--- config.mk ---
export PLATFORM = sky130hd
export DESIGN_NAME = ecfg_top
export DESIGN_NICKNAME = d
export VERILOG_FILES = /design/src/hdl/ecfg_pkg.sv /design/src/hdl/ecfg_clocks.sv /design/src/hdl/ecfg_readback.sv /design/src/hdl/ecfg_top.sv /design/src/hdl/emesh_unpack.sv
export SDC_FILE = /design/constraint.sdc
export NUM_CORES = 1
export LEC_CHECK = 0
export ABC_AREA = 1
export BUFFER_PORTS_ARGS = -buffer_cell sky130_fd_sc_hd__clkbuf_2
export CORE_AREA = 8 8 138 140
export DETAILED_ROUTE_END_ITERATION = 8
export DIE_AREA = 0 0 146 148
export PLACE_DENSITY = 0.71
export REMOVE_ABC_BUFFERS = 1
export SYNTH_ARGS = -nofsm -noshare
export SYNTH_HDL_FRONTEND = slang
export SYNTH_SLANG_ARGS = --single-unit
--- constraint.sdc ---
create_clock -name clk -period 6.2 [get_ports clk]
set_input_delay 0.93 -clock clk [delete_from_list [all_inputs] [get_ports clk]]
set_output_delay 0.93 -clock clk [all_outputs]
set_load 0.005 [all_outputs]
--- src/hdl/ecfg_pkg.sv ---
/*
  ecfg package
  mesh packet layout and field offsets, the unpacked transaction,
  the read response handed to the output stage, and the register
  map of the config block (group, indices, version)
*/
package ecfg_pkg;

  //####################
  // widths
  localparam int PW      = 104; // whole mesh packet, fixed by format
  localparam int AW      = 32;  // address word
  localparam int DW      = 32;  // data word
  localparam int CLKW    = 16;  // pll settings word
  localparam int DMODE_W = 2;
  localparam int CMODE_W = 5;

  typedef logic [PW-1:0]   packet_t;
  typedef logic [AW-1:0]   addr_t;
  typedef logic [DW-1:0]   data_t;
  typedef logic [CLKW-1:0] clk_cfg_t;

  //####################
  // packet layout, lsb of each field
  localparam int P_WRITE = 0;   // single bit
  localparam int P_DMODE = 1;   // 2..1
  localparam int P_CMODE = 3;   // 7..3
  localparam int P_DST   = 8;   // 39..8
  localparam int P_DATA  = 40;  // 71..40
  localparam int P_SRC   = 72;  // 103..72

  // one transaction after unpacking
  typedef struct packed {
    logic               access;   // one cycle per packet
    logic               write;
    logic [DMODE_W-1:0] datamode;
    logic [CMODE_W-1:0] ctrlmode;
    addr_t              dstaddr;
    data_t              data;
    addr_t              srcaddr;  // where a read reply goes
  } mesh_txn_t;

  // read reply, register stage to output stage
  typedef struct packed {
    logic  valid;
    addr_t addr;  // requester srcaddr
    data_t data;
  } rd_resp_t;

  //####################
  // register map
  localparam logic [2:0] ECFG_GROUP = 3'd2; // matched on addr[10:8]

  localparam int unsigned E_RESET   = 0;   // rw, bit 0
  localparam int unsigned E_CLK     = 1;   // rw, 16 bits
  localparam int unsigned E_COREID  = 2;   // ro
  localparam int unsigned E_VERSION = 3;   // ro

  localparam logic [15:0] ECFG_VERSION = 16'h0102;

endpackage

--- src/hdl/ecfg_clocks.sv ---
/*
  ecfg clocks
  decodes mesh transactions against the core ID and the config
  group, holds the soft-reset bit and the pll clock settings,
  and returns a registered read response for the four registers
*/
`timescale 1ns/1ps

module ecfg_clocks #(
  parameter logic [11:0] ID   = 12'h000,  // core ID, addr[31:20]
  parameter int          RFAW = 6         // register address width
) (
  input  logic                clk,
  input  logic                hard_reset,   // only reset of these regs
  input  ecfg_pkg::mesh_txn_t txn,
  output logic                soft_reset,
  output ecfg_pkg::clk_cfg_t  ecfg_clk_settings,
  output ecfg_pkg::rd_resp_t  rd_resp
);
  import ecfg_pkg::*;

  logic        mi_en;       // access hits this block
  logic        ecfg_write;
  logic        ecfg_read;
  int unsigned reg_idx;     // word index, addr[RFAW+1:2]
  logic        reset_write;
  logic        clk_write;

  logic        reset_reg;
  clk_cfg_t    clk_reg;

  data_t       rd_data;     // mux out, before the register
  logic        rd_valid_q;
  addr_t       rd_addr_q;
  data_t       rd_data_q;

  //####################
  // address decode
  assign mi_en = txn.access &&
                 (txn.dstaddr[31:20] == ID) &&
                 (txn.dstaddr[10:8] == ECFG_GROUP);

  assign ecfg_write = mi_en &  txn.write;
  assign ecfg_read  = mi_en & ~txn.write;

  assign reg_idx = 32'(txn.dstaddr[RFAW+1:2]);

  // only two writable words, the rest are dropped
  assign reset_write = ecfg_write && (reg_idx == E_RESET);
  assign clk_write   = ecfg_write && (reg_idx == E_CLK);

  //####################
  // soft reset
  always_ff @(posedge clk or posedge hard_reset) begin
    if (hard_reset) begin
      reset_reg <= 1'b0;
    end else if (reset_write) begin
      reset_reg <= txn.data[0];  // bit 0 only
    end
  end

  assign soft_reset = reset_reg;

  //####################
  // pll settings
  always_ff @(posedge clk or posedge hard_reset) begin
    if (hard_reset) begin
      clk_reg <= '0;
    end else if (clk_write) begin
      clk_reg <= txn.data[CLKW-1:0];  // low half
    end
  end

  assign ecfg_clk_settings = clk_reg;

  //####################
  // read mux
  always_comb begin
    case (reg_idx)
      E_RESET:   rd_data = {31'b0, reset_reg};
      E_CLK:     rd_data = {16'b0, clk_reg};
      E_COREID:  rd_data = {20'b0, ID};           // ID is fixed per core
      E_VERSION: rd_data = {16'b0, ECFG_VERSION};
      default:   rd_data = '0;                    // unmapped word
    endcase
  end

  // response strobe
  always_ff @(posedge clk or posedge hard_reset) begin
    if (hard_reset) begin
      rd_valid_q <= 1'b0;
    end else begin
      rd_valid_q <= ecfg_read;
    end
  end

  // response payload, held between reads
  always_ff @(posedge clk) begin
    if (ecfg_read) begin
      rd_addr_q <= txn.srcaddr;  // reply goes back to requester
      rd_data_q <= rd_data;
    end
  end

  assign rd_resp = '{valid: rd_valid_q, addr: rd_addr_q, data: rd_data_q};

  //####################
  // checks
  property p_rw_exclusive;
    @(posedge clk) disable iff (hard_reset)
      !(ecfg_read && ecfg_write);
  endproperty
  a_rw_exclusive : assert property (p_rw_exclusive);

  // a reply only ever follows a live transaction
  property p_resp_needs_access;
    @(posedge clk) disable iff (hard_reset)
      !txn.access |=> !rd_resp.valid;
  endproperty
  a_resp_needs_access : assert property (p_resp_needs_access);

endmodule

--- src/hdl/ecfg_readback.sv ---
/*
  ecfg readback
  output stage: packs a read response into the mesh layout,
  addressed to the requester, with this block as the source,
  and registers the packet together with its access pulse
*/
`timescale 1ns/1ps

module ecfg_readback #(
  parameter logic [11:0] ID = 12'h000  // core ID for the reply srcaddr
) (
  input  logic               clk,
  input  logic               hard_reset,
  input  ecfg_pkg::rd_resp_t rd_resp,
  output logic               rr_access,
  output ecfg_pkg::packet_t  rr_packet
);
  import ecfg_pkg::*;

  addr_t   self_addr;  // source address of every reply
  packet_t resp_pkt;   // packed, before the register

  assign self_addr = {ID, 9'b0, ECFG_GROUP, 8'b0};

  //####################
  // pack
  always_comb begin
    resp_pkt                       = '0;
    resp_pkt[P_WRITE]              = 1'b1;     // replies travel as writes
    resp_pkt[P_DMODE +: DMODE_W]   = '0;       // word
    resp_pkt[P_CMODE +: CMODE_W]   = '0;
    resp_pkt[P_DST +: AW]          = rd_resp.addr;
    resp_pkt[P_DATA +: DW]         = rd_resp.data;
    resp_pkt[P_SRC +: AW]          = self_addr;
  end

  //####################
  // strobe
  always_ff @(posedge clk or posedge hard_reset) begin
    if (hard_reset) begin
      rr_access <= 1'b0;
    end else begin
      rr_access <= rd_resp.valid;  // one pulse per reply
    end
  end

  // packet, loads with each reply
  always_ff @(posedge clk) begin
    if (rd_resp.valid) begin
      rr_packet <= resp_pkt;
    end
  end

  //####################
  // checks
  property p_rr_follows_resp;
    @(posedge clk) disable iff (hard_reset)
      rr_access |-> $past(rd_resp.valid);
  endproperty
  a_rr_follows_resp : assert property (p_rr_follows_resp);

endmodule

--- src/hdl/ecfg_top.sv ---
/*
  ecfg top
  configuration slice of the mesh interface: input unpack,
  register decode with soft reset and pll settings, and the
  read-response output stage, three cycles request to reply
*/
`timescale 1ns/1ps

module ecfg_top #(
  parameter logic [11:0] ID   = 12'h810,  // this core
  parameter int          RFAW = 6
) (
  input  logic               clk,
  input  logic               hard_reset,
  // mesh transmit-write in
  input  logic               txwr_access,
  input  ecfg_pkg::packet_t  txwr_packet,
  // config outputs
  output logic               soft_reset,
  output ecfg_pkg::clk_cfg_t ecfg_clk_settings,
  // mesh read response out
  output logic               rr_access,
  output ecfg_pkg::packet_t  rr_packet
);
  import ecfg_pkg::*;

  mesh_txn_t txn;      // unpack -> decode
  rd_resp_t  rd_resp;  // decode -> readback

  //####################
  // input side
  emesh_unpack i_unpack (
    .clk         (clk),
    .hard_reset  (hard_reset),
    .txwr_access (txwr_access),
    .txwr_packet (txwr_packet),
    .txn         (txn)
  );

  //####################
  // registers
  ecfg_clocks #(
    .ID   (ID),
    .RFAW (RFAW)
  ) i_clocks (
    .clk               (clk),
    .hard_reset        (hard_reset),
    .txn               (txn),
    .soft_reset        (soft_reset),
    .ecfg_clk_settings (ecfg_clk_settings),
    .rd_resp           (rd_resp)
  );

  //####################
  // output side
  ecfg_readback #(
    .ID (ID)
  ) i_readback (
    .clk        (clk),
    .hard_reset (hard_reset),
    .rd_resp    (rd_resp),
    .rr_access  (rr_access),
    .rr_packet  (rr_packet)
  );

endmodule

--- src/hdl/emesh_unpack.sv ---
/*
  emesh unpack
  input stage of the config slice: registers the transmit-write
  strobe and the 104-bit packet, then splits the packet into
  transaction fields by the mesh layout
*/
`timescale 1ns/1ps

module emesh_unpack (
  input  logic                clk,
  input  logic                hard_reset,
  input  logic                txwr_access,
  input  ecfg_pkg::packet_t   txwr_packet,
  output ecfg_pkg::mesh_txn_t txn
);
  import ecfg_pkg::*;

  logic    access_q;  // strobe copy
  packet_t packet_q;  // payload copy

  //####################
  // strobe, cleared by reset
  always_ff @(posedge clk or posedge hard_reset) begin
    if (hard_reset) begin
      access_q <= 1'b0;
    end else begin
      access_q <= txwr_access;  // one pulse per packet, kept one cycle
    end
  end

  //####################
  // payload, loads only with a packet
  always_ff @(posedge clk) begin
    if (txwr_access) begin
      packet_q <= txwr_packet;
    end
  end

  //####################
  // field split
  always_comb begin
    txn.access   = access_q;
    txn.write    = packet_q[P_WRITE];
    txn.datamode = packet_q[P_DMODE +: DMODE_W];
    txn.ctrlmode = packet_q[P_CMODE +: CMODE_W];
    txn.dstaddr  = packet_q[P_DST +: AW];   // register address lives here
    txn.data     = packet_q[P_DATA +: DW];  // write data
    txn.srcaddr  = packet_q[P_SRC +: AW];   // reply address
  end

endmodule

==> results of run 1 <==
-- layout make-up --
cell class                      instances  area (um2)  area share [%]
Sequential cell                       186        5490            69.5
Inverter                               32         120            1.52
Clock buffer                           17         425            5.39
Clock inverter                         14         146            1.85
Timing Repair Buffer                  139         701            8.87
Tap cell                              225         282            3.57
Multi-Input combinational cell        167         736            9.32
-- critical path: cells and delay by family, from the launching register on --
family | cells | cell delay, ps
buffers and inverters | 1 | 500
DFF | 1 | 380
and+or+nand+nor | 5 | 1110
-- sequential cells by signal (all words and copies together), names as in the netlist --
register                    flops
i_readback.rr_access            1
i_clocks.ecfg_clk_settings     16
i_unpack.packet_q              70
i_clocks.soft_reset             1
i_clocks.rd_data_q             16
i_clocks.rd_addr_q             32
i_readback.rr_packet           48
i_unpack.access_q               1
i_clocks.rd_valid_q             1
-- layout by cell type (no fill, tap or decap), types with 2 or more instances in the layout --
| master | instances |
|---|---|
| dfrtp_1 | 19 |
| nand2_2 | 2 |
| clkbuf_16 | 17 |
| edfxtp_1 | 166 |
| nand2_1 | 55 |
| clkbuf_2 | 137 |
| nor2_1 | 24 |
| inv_1 | 31 |
| buf_4 | 2 |
| clkinv_2 | 3 |
| bufinv_16 | 2 |
| nor2_2 | 4 |
| nand4_1 | 20 |
| conb_1 | 56 |
| clkinv_4 | 2 |
| clkinv_1 | 2 |
| inv_6 | 4 |
| nand3_1 | 2 |
-- how the worst max path moves through the flow --
stage | start | to | slack, ps | cells past startpoint
2_1_floorplan | i_unpack.packet_q[33] | i_clocks.rd_addr_q[0] | 1630 | 5
3_3_place_gp | i_unpack.packet_q[15] | i_clocks.ecfg_clk_settings[7] | 4120 | 6
3_5_place_dp | i_unpack.packet_q[13] | i_clocks.ecfg_clk_settings[10] | 4040 | 6
4_1_cts | i_unpack.packet_q[13] | i_clocks.ecfg_clk_settings[5] | 4030 | 6
5_1_grt | i_unpack.packet_q[13] | i_clocks.ecfg_clk_settings[10] | 3800 | 6
6_report | i_unpack.packet_q[13] | i_clocks.ecfg_clk_settings[5] | 4090 | 6
-- through the flow --
step	cell area (um2)	worst slack [ps]	util (%)	power, W	hold WS [ps]
5_1_grt	7900	3800	46.6	0.00261	426
2_1_floorplan	6340	1630	-	0.00146	400
3_5_place_dp	7320	4040	43.2	0.00150	405
6_report	7900	4090	46.6	0.00251	415
4_1_cts	7900	4030	46.6	0.00254	415
3_3_place_gp	7320	4120	43.2	0.00149	401
-- layer usage --
layer | vias up | track usage, % | routed length [um]
li1 | 1560 | - | -
met1 | 1527 | 12.7 | 4660
met2 | 142 | 18.0 | 5730
met3 | 13 | 5.41 | 1100
met4 | 0 | 4.17 | 141
met5 | - | 0 | 0
-- cells by family after synthesis --
group / after synthesis
buf+inv: 95
flops: 186
compound gates: 1
other cells: 2
simple gates: 110
-- cells in the mapped netlist, drive strengths merged --
master	instances	area, um2
nand3	3	27.5
buf	61	454
conb	2	7.51
nor2	29	135
nor3	1	5.00
edfxtp	166	4980
inv	32	120
nand4	20	125
nand2	57	219
a22o	1	8.76
clkbuf	2	7.51
dfrtp	20	500
-- report_power, final --
group | switching (W) | leakage (nW) | total [W] | internal [W]
combinational | 0.0000350 | 1.14 | 0.0000552 | 0.0000203
clock | 0.000438 | 0.285 | 0.00103 | 0.000596
sequential | 0.0000155 | 1.74 | 0.00142 | 0.00140
==> flow_metrics.py, run 1 <==
metrics = {
    "floorplanning": {
        "ios": 229,
        "row_count": 48,
        "die_x_um": 146,
        "initial_core_util_pct": 38.9,
        "dieHeight_um": 148,
        "die_area_mm2": 0.0216,
        "coreArea_mm2": 0.0169,
    },
    "clock_network": {
        "postCtsResizedCells": 0,
        "cts_tree": "yes",
        "cts_root_buffer": "clkbuf_16",
        "ctsHtreeMaxLevel": 4,
        "clk_latency_ps": 410,
        "ctsLongestPathBuffers": 2,
        "cts_sinks": 186,
        "post_cts_buffers": 0,
        "cts_buffers": 17,
        "cts_hold_buf": 0,
        "cts.clk_slew.worst_paths_ps": 70,
    },
    "final_layout": {
        "syn_to_final_growth_pct": 19.7,
        "stdcell_count": 780,
        "n_fill_cell": 1509,
        "final_net_count": 650,
        "drive_gt1_share_pct": 32.3,
        "antenna_cells": 0,
    },
    "worst_setup_path": {
        "end_kind": "register",
        "critPathRequiredTime_ps": 6490,
        "timing.setup.critical_path_class": "reg2reg",
        "critPathMostFrequentCell": "nand2_1",
        "reg2reg_from": "i_unpack.packet_q[13]",
        "worstPathCellList": "nor2_2 -> nand4_1 -> inv_2 -> nand3_4 -> nand2_1 -> nand2_1",
        "r2r_cells": 6,
        "cp_max_fo": 22,
        "crit_arrival_ps": 2400,
        "reg2reg_slack_ps": 4090,
        "slowest_delay_ps": 500,
        "cp_slowest_cell": "inv_2",
        "startpoint_type": "register",
        "r2r-end": "i_clocks.ecfg_clk_settings[5]",
    },
    "global_routing": {
        "grt_util_all_layers_pct": 11.2,
        "overflow": 0,
        "grt_pass1_wl_um": 18600,
        "antenna_found_initial": 0,
        "first_global_vias": 3429,
        "grt_max_degree": 72,
    },
    "power_and_ir_drop": {
        "p_per_area_mw_per_mm2": 317,
        "vdd_drop_max_mv": 0.169,
        "leakagePower_nw": 3.16,
    },
    "routing": {
        "first_iter_violations": 157,
        "drtAntennaViolNets": 0,
        "drt-total-wl_um": 11600,
        "drt-wirelength-per-cell_um": 14.9,
        "drt_pass1_iterations": 4,
        "dr_total_vias": 3242,
        "drc_errors": 0,
        "vias_per_cell": 4.16,
    },
    "worst_hold_path": {
        "hp-class": "reg2reg",
        "hp-start": "i_unpack.packet_q[82]",
        "min_to": "i_clocks.rd_addr_q[10]",
        "holdPathStages": 0,
    },
    "sta": {
        "fmax_ghz": 0.475,
        "finalSetupViolations": 0,
        "period_share_pct": 34.0,
        "skew_ps": 7.91,
        "finalCriticalPeriod_ps": 2110,
        "setup_tns_ps": 0,
        "finalMaxSlewViolations": 0,
        "rsz0062_at_grt": "no",
        "hold_viol_final": 0,
        "worst_pin_slew_ps": 1060,
        "max_slew_margin_pct": 29.1,
    },
    "synth": {
        "synth_xor_area_share_pct": 0,
        "synth_seq_area_share_pct": 83.2,
        "postSynthCellCount": 394,
        "yosys.cell_types.count": 19,
        "synth_seq_cells": 186,
        "synth_compound_area_share_pct": 0.133,
        "avgSynthCellArea_um2": 16.7,
        "synth.area.mux_share_pct": 0,
        "yosys_warnings": 0,
        "yosys.area_share.simple_pct": 7.76,
        "netlist_area_mm2": 0.00660,
        "synth_top_family_by_area": "buffers and inverters",
        "synthAdderAreaFrac_pct": 0,
    },
    "run_status": {
        "status": "finished, final reports clean",
    },
    "placed_design": {
        "gp_congestion": 0.732,
        "dpl.cell_count": 749,
        "portBuffers": 138,
        "dp_hpwl_um": 8550,
    },
    "run": {
        "max_cap_viol_count": 0,
    },
}
No activity file was read; power rests on OpenSTA's default activity.
==> run 2: changes to the inputs <==
ABC_AREA = 0   (was 1)
CORE_AREA = 8 8 136 138   (was 8 8 138 140)
DIE_AREA = 0 0 144 146   (was 0 0 146 148)
PLACE_DENSITY = 0.72   (was 0.71)
clock period = 2.1 ns   (was 6.2 ns; I/O delays follow)
==> run 2 against run 1 <==
Power grew to 2.9 times the previous value. Clock-buffer cell count up 1. Critical path type unchanged. Synthesized area decreased by 2.7%. Final cell count shrank 10%. Combinational power grew to 2.8 times the previous value. Flip-flop and latch count unchanged. Wire length fell by 2.2%. Non-clock buffer count increased by 13. Worst setup slack worse by 4000 ps.
==> flow_metrics.py, run 2 <==
metrics = {
    "global_routing": {
        "grt_max_degree": 46,
        "grt_pass1_wl_um": 16900,
        "antenna_found_initial": 1,
        "first_global_vias": 3117,
        "grt_util_all_layers_pct": 11.0,
        "overflow": 0,
    },
    "power_and_ir_drop": {
        "leakagePower_nw": 3.09,
        "p_per_area_mw_per_mm2": 925,
        "vdd_drop_max_mv": 0.488,
        "power_w": 0.00729,
    },
    "clock_network": {
        "cts_sinks": 186,
        "cts_root_buffer": "clkbuf_16",
        "cts.clk_slew.worst_paths_ps": 70,
        "cts_tree": "yes",
        "clk_latency_ps": 430,
        "postCtsResizedCells": 0,
        "ctsLongestPathBuffers": 2,
        "ctsHtreeMaxLevel": 4,
        "cts_buffers": 17,
    },
    "placed_design": {
        "dpl.cell_count": 666,
        "gp_congestion": 0.743,
        "dpl_worst_slack_ps": 61.6,
        "dp_hpwl_um": 8580,
        "portBuffers": 138,
    },
    "worst_setup_path": {
        "end_kind": "register",
        "reg2reg_slack_ps": 90,
        "critPathRequiredTime_ps": 2410,
        "cp_max_fo": 16,
        "startpoint_type": "register",
        "timing.setup.critical_path_class": "reg2reg",
        "crit_arrival_ps": 2320,
    },
    "run": {
        "max_cap_viol_count": 0,
    },
    "final_layout": {
        "drive_gt1_share_pct": 42.4,
        "largest_register_ff_count": 70,
        "final_cell_mix": "edfxtp_1 (166), clkbuf_2 (137), conb_1 (56)",
        "antenna_cells": 0,
        "syn_to_final_growth_pct": 22.8,
        "layout_commonest_cell": "edfxtp_1",
        "reg.largest.list": "i_unpack.packet_q: 70 flops, i_readback.rr_packet: 48 flops, i_clocks.rd_addr_q: 32 flops",
        "final_core_util_pct": 48.4,
        "final_net_count": 575,
        "regMostFlops": "i_unpack.packet_q",
        "stdcell_count": 701,
    },
    "synth": {
        "synth_edf_count": 166,
        "synth_seq_area_share_pct": 85.5,
        "synth_flop_cell": "edfxtp_1",
        "yosys_warnings": 0,
        "netlist_area_mm2": 0.00642,
        "yosys.cell_types.count": 26,
        "synth_seq_cells": 186,
        "yosysMostFrequentCell": "edfxtp_1",
        "avgSynthCellArea_um2": 21.3,
        "netlist.top_cell.by_area": "edfxtp_1",
        "synth.top_cells.by_count": "edfxtp_1 (166), buf_4 (56), dfrtp_1 (20)",
        "synth_top_area_share_pct": 77.7,
        "postSynthCellCount": 302,
        "synth_area_leaders": "edfxtp_1 (78%), dfrtp_1 (7.8%), buf_4 (6.5%)",
        "synthArstFlopShare_pct": 10.8,
    },
    "routing": {
        "vias_per_cell": 4.20,
        "drt-wirelength-per-cell_um": 16.2,
        "drt_pass1_iterations": 4,
        "first_iter_violations": 197,
        "drtAntennaViolNets": 0,
        "drc_errors": 0,
        "dr_total_vias": 2945,
        "drt-total-wl_um": 11400,
    },
    "floorplanning": {
        "row_count": 47,
        "die_x_um": 144,
        "ios": 229,
        "dieHeight_um": 146,
        "initial_core_util_pct": 39.4,
        "die_area_mm2": 0.0210,
        "coreArea_mm2": 0.0163,
    },
    "worst_hold_path": {
        "hp-class": "in2reg",
    },
    "sta": {
        "skew_ps": 7.67,
        "finalCriticalPeriod_ps": 2010,
        "rsz0062_at_grt": "no",
        "finalMaxSlewViolations": 0,
        "finalSetupViolations": 0,
        "period_share_pct": 95.7,
        "max_slew_margin_pct": 62.5,
        "fmax_ghz": 0.498,
        "setup_tns_ps": 0,
        "worst_pin_slew_ps": 563,
        "hold_viol_final": 0,
        "fin_ws_ps": 90.6,
    },
    "run_status": {
        "status": "finished, final reports clean",
    },
}
run 2: final cells by class:
cell class	instances	area, um2
Fill cell	1357	8410
Clock inverter	14	123
Tap cell	220	275
Timing Repair Buffer	152	863
Multi-Input combinational cell	109	696
Clock buffer	18	429
Sequential cell	186	5490
Inverter	2	7.51
run 2: kinds of logic after synthesis:
logic type,synth area share (%)
DFF,85.5
AOI/OAI and AO/OA,0.156
buffers and inverters,6.96
and+or+nand+nor,3.59
muxes,3.72
other,0.117
run 2: critical path: stages (launching register included):
cell,delay [ps]
edfxtp_1,370
or4b_4,580
nor4_4,370
nand3_4,110
buf_12,170
mux2_4,300
run 2: repair_timing:
item,4_1_cts,5_1_grt
endpoints found under the setup margin,0,16
setup buffers,0,2
endpoints found under the hold margin,20,0
hold buffers,1,0
run 2: power breakdown:
part | switching (W) | internal [W] | total (W)
logic | 0.0000914 | 0.0000648 | 0.000156
clock network | 0.00132 | 0.00164 | 0.00296
registers | 0.0000336 | 0.00414 | 0.00417
total | 0.00145 | 0.00584 | 0.00729
run 2: worst paths after layout:
check,to,cells after the start,from
max in group asynchronous,i_clocks.rd_valid_q,4,hard_reset
max,i_clocks.ecfg_clk_settings[9],5,i_unpack.packet_q[29]
min,i_unpack.packet_q[41],1,txwr_packet[41]
max reg2reg,i_clocks.ecfg_clk_settings[9],5,i_unpack.packet_q[29]
min in group asynchronous,i_clocks.ecfg_clk_settings[4],4,hard_reset
min reg2reg,i_clocks.rd_addr_q[0],0,i_unpack.packet_q[72]
run 2: stage by stage:
| step | cell area [um2] | hold WS, ps |
|---|---|---|
| 2_1_floorplan | 6180 | 279 |
| 3_3_place_gp | 7300 | 355 |
| 3_5_place_dp | 7300 | 354 |
| 4_1_cts | 7870 | 30.6 |
| 5_1_grt | 7880 | 33.0 |
| 6_report | 7880 | 58.0 |
run 2: routing by layer:
layer	share of wire, %	global-route usage (%)
met5	0.11	0
met4	1.8	5.21
met3	11	4.92
met2	50	18.5
met1	37	11.3
==> run 3: changes to the inputs <==
==> constraint.sdc (replaced) <==
create_clock -name clk -period 2.1 [get_ports clk]
set_input_delay 0 -clock clk [delete_from_list [all_inputs] [get_ports clk]]
set_output_delay 0 -clock clk [all_outputs]
set_load 0.005 [all_outputs]
==> run 3 against run 2 <==
Sequential share of layout area down 5.7 points. Critical path depth did not move. Non-clock buffer count rose by 67. Fmax is 2.0% lower. Die area stayed put. Flip-flop and latch count unchanged. Worst setup slack worse by 40 ps. Largest cell class unchanged. First-iteration DRC count decreased by 24%. Design area up 8.9%. Wire length increased by 5.3%. Combinational power is 69% higher.
==> flow_metrics.py, run 3 (same netlist as run 2, synthesis figures left out) <==
metrics = {
    "final_layout": {
        "syn_to_final_growth_pct": 33.7,
        "drive_gt1_share_pct": 37.0,
        "stdcell_count": 768,
        "reg.largest.list": "i_unpack.packet_q: 70 flops, i_readback.rr_packet: 48 flops, i_clocks.rd_addr_q: 32 flops",
        "antenna_cells": 0,
        "regMostFlops": "i_unpack.packet_q",
        "ff_latch_area_mm2": 0.00549,
        "largest_register_ff_count": 70,
        "layout_commonest_cell": "edfxtp_1",
        "n_fill_cell": 1281,
        "final_net_count": 642,
        "final_cell_mix": "edfxtp_1 (166), clkbuf_2 (137), dlygate4sd3_1 (71)",
        "multi_input_area_um2": 704,
    },
    "floorplanning": {
        "die_x_um": 144,
        "ios": 229,
        "coreArea_mm2": 0.0163,
        "dieHeight_um": 146,
        "die_area_mm2": 0.0210,
        "initial_core_util_pct": 39.4,
        "row_count": 47,
    },
    "sta": {
        "worst_pin_slew_ps": 559,
        "setup_tns_ps": 0,
        "holdWs_ps": 19.6,
        "finalSetupViolations": 0,
        "hold_viol_final": 0,
        "fmax_ghz": 0.488,
        "finalMaxSlewViolations": 0,
        "max_slew_margin_pct": 62.8,
        "period_share_pct": 97.6,
        "finalCriticalPeriod_ps": 2050,
        "skew_ps": 8.34,
    },
    "placed_design": {
        "gp_congestion": 0.746,
        "portBuffers": 138,
        "dpl.cell_count": 665,
    },
    "worst_setup_path": {
        "r2r-end": "i_clocks.ecfg_clk_settings[12]",
        "cp_num_buf_inv": 1,
        "reg2reg_slack_ps": 50,
        "r2r_cells": 5,
        "cp_max_fo": 16,
        "slowest_delay_ps": 590,
        "crit_arrival_ps": 2360,
        "cp_slowest_cell": "or4b_4",
        "worstPathCellList": "or4b_4 -> nor4_4 -> nand3_4 -> buf_12 -> mux2_4",
        "end_kind": "register",
        "critPathRequiredTime_ps": 2410,
        "reg2reg_from": "i_unpack.packet_q[29]",
        "cp_top_family": "simple AND/OR/NAND/NOR gates",
        "startpoint_type": "register",
        "timing.setup.critical_path_class": "reg2reg",
    },
    "global_routing": {
        "grt_pass1_wl_um": 17900,
        "antenna_found_initial": 0,
        "grt_util_all_layers_pct": 11.4,
        "overflow": 0,
        "grt_max_degree": 46,
        "first_global_vias": 3428,
    },
    "clock_network": {
        "cts_sinks": 186,
        "ctsHtreeMaxLevel": 4,
        "post_cts_buffers": 0,
        "cts.clk_slew.worst_paths_ps": 70,
        "ctsLongestPathBuffers": 2,
        "cts_tree": "yes",
        "cts_root_buffer": "clkbuf_16",
        "cts_buffers": 17,
        "clk_latency_ps": 430,
    },
    "worst_hold_path": {
        "hp-start": "txwr_access",
        "hp-class": "in2reg",
        "min_to": "i_unpack.packet_q[46]",
        "holdPathStages": 1,
    },
    "routing": {
        "drt_pass1_iterations": 4,
        "dr_total_vias": 3192,
        "first_iter_violations": 150,
        "drt-total-wl_um": 12000,
        "vias_per_cell": 4.16,
        "drtAntennaViolNets": 0,
        "drc_errors": 0,
        "drt-wirelength-per-cell_um": 15.6,
    },
    "power_and_ir_drop": {
        "p_per_area_mw_per_mm2": 869,
        "power_w": 0.00746,
        "vdd_drop_max_mv": 0.495,
        "leakagePower_nw": 3.38,
    },
    "run_status": {
        "status": "finished, final reports clean",
    },
    "run": {
        "max_cap_viol_count": 0,
    },
}
## run 3: worst max-delay path by stage
stage                          startpoint  cells past startpoint  slack (ps)                             end
finish              i_unpack.packet_q[29]                      5          50  i_clocks.ecfg_clk_settings[12]
global route        i_unpack.packet_q[34]                      5          -6           i_clocks.rd_addr_q[3]
CTS                 i_unpack.packet_q[34]                      5           7          i_clocks.rd_data_q[13]
detailed placement  i_unpack.packet_q[34]                      5          10          i_clocks.rd_addr_q[30]
global placement    i_unpack.packet_q[34]                      5          50          i_clocks.rd_addr_q[17]
floorplan           i_unpack.packet_q[34]                      3       -4580             i_clocks.rd_valid_q
## run 3: report_power, final
group | internal, W | switching, W | leakage [nW]
Clock | 0.00166 | 0.00137 | 0.273
Combinational | 0.000148 | 0.000114 | 1.37
Sequential | 0.00414 | 0.0000336 | 1.74
Total | 0.00594 | 0.00152 | 3.38
## run 3: routing by layer
layer,track usage [%],wire [um],vias up
met5,0,0,-
met4,4.84,246,0
met3,4.92,1230,18
met2,19.8,6080,149
met1,11.8,4410,1536
li1,-,-,1489
## run 3: cell type report
type	count	area share, %
clock inverter	15	1.63
sequential	186	63.9
inverter	2	0.0875
timing repair buffer	219	18.0
multi-input combinational	109	8.21
tap	220	3.21
clock buffer	17	4.96
## run 3: per-stage QoR
step                      instance area [um2]  util (%)  setup slack [ps]
after CTS                                8570      52.6              7.09
after detailed placement                 7300      44.8              14.5
final                                    8580      52.7              50.2
after global placement                   7300      44.8              54.3
after global routing                     8580      52.7             -5.88
after floorplan                          6180         -             -4580
## run 3: what timing repair did
item / 4_1_cts / 5_1_grt
hold buffers: 71 / 0
gates resized for setup: 0 / 2
endpoints found under the hold margin: 90 / 0
setup endpoints to repair: 0 / 43
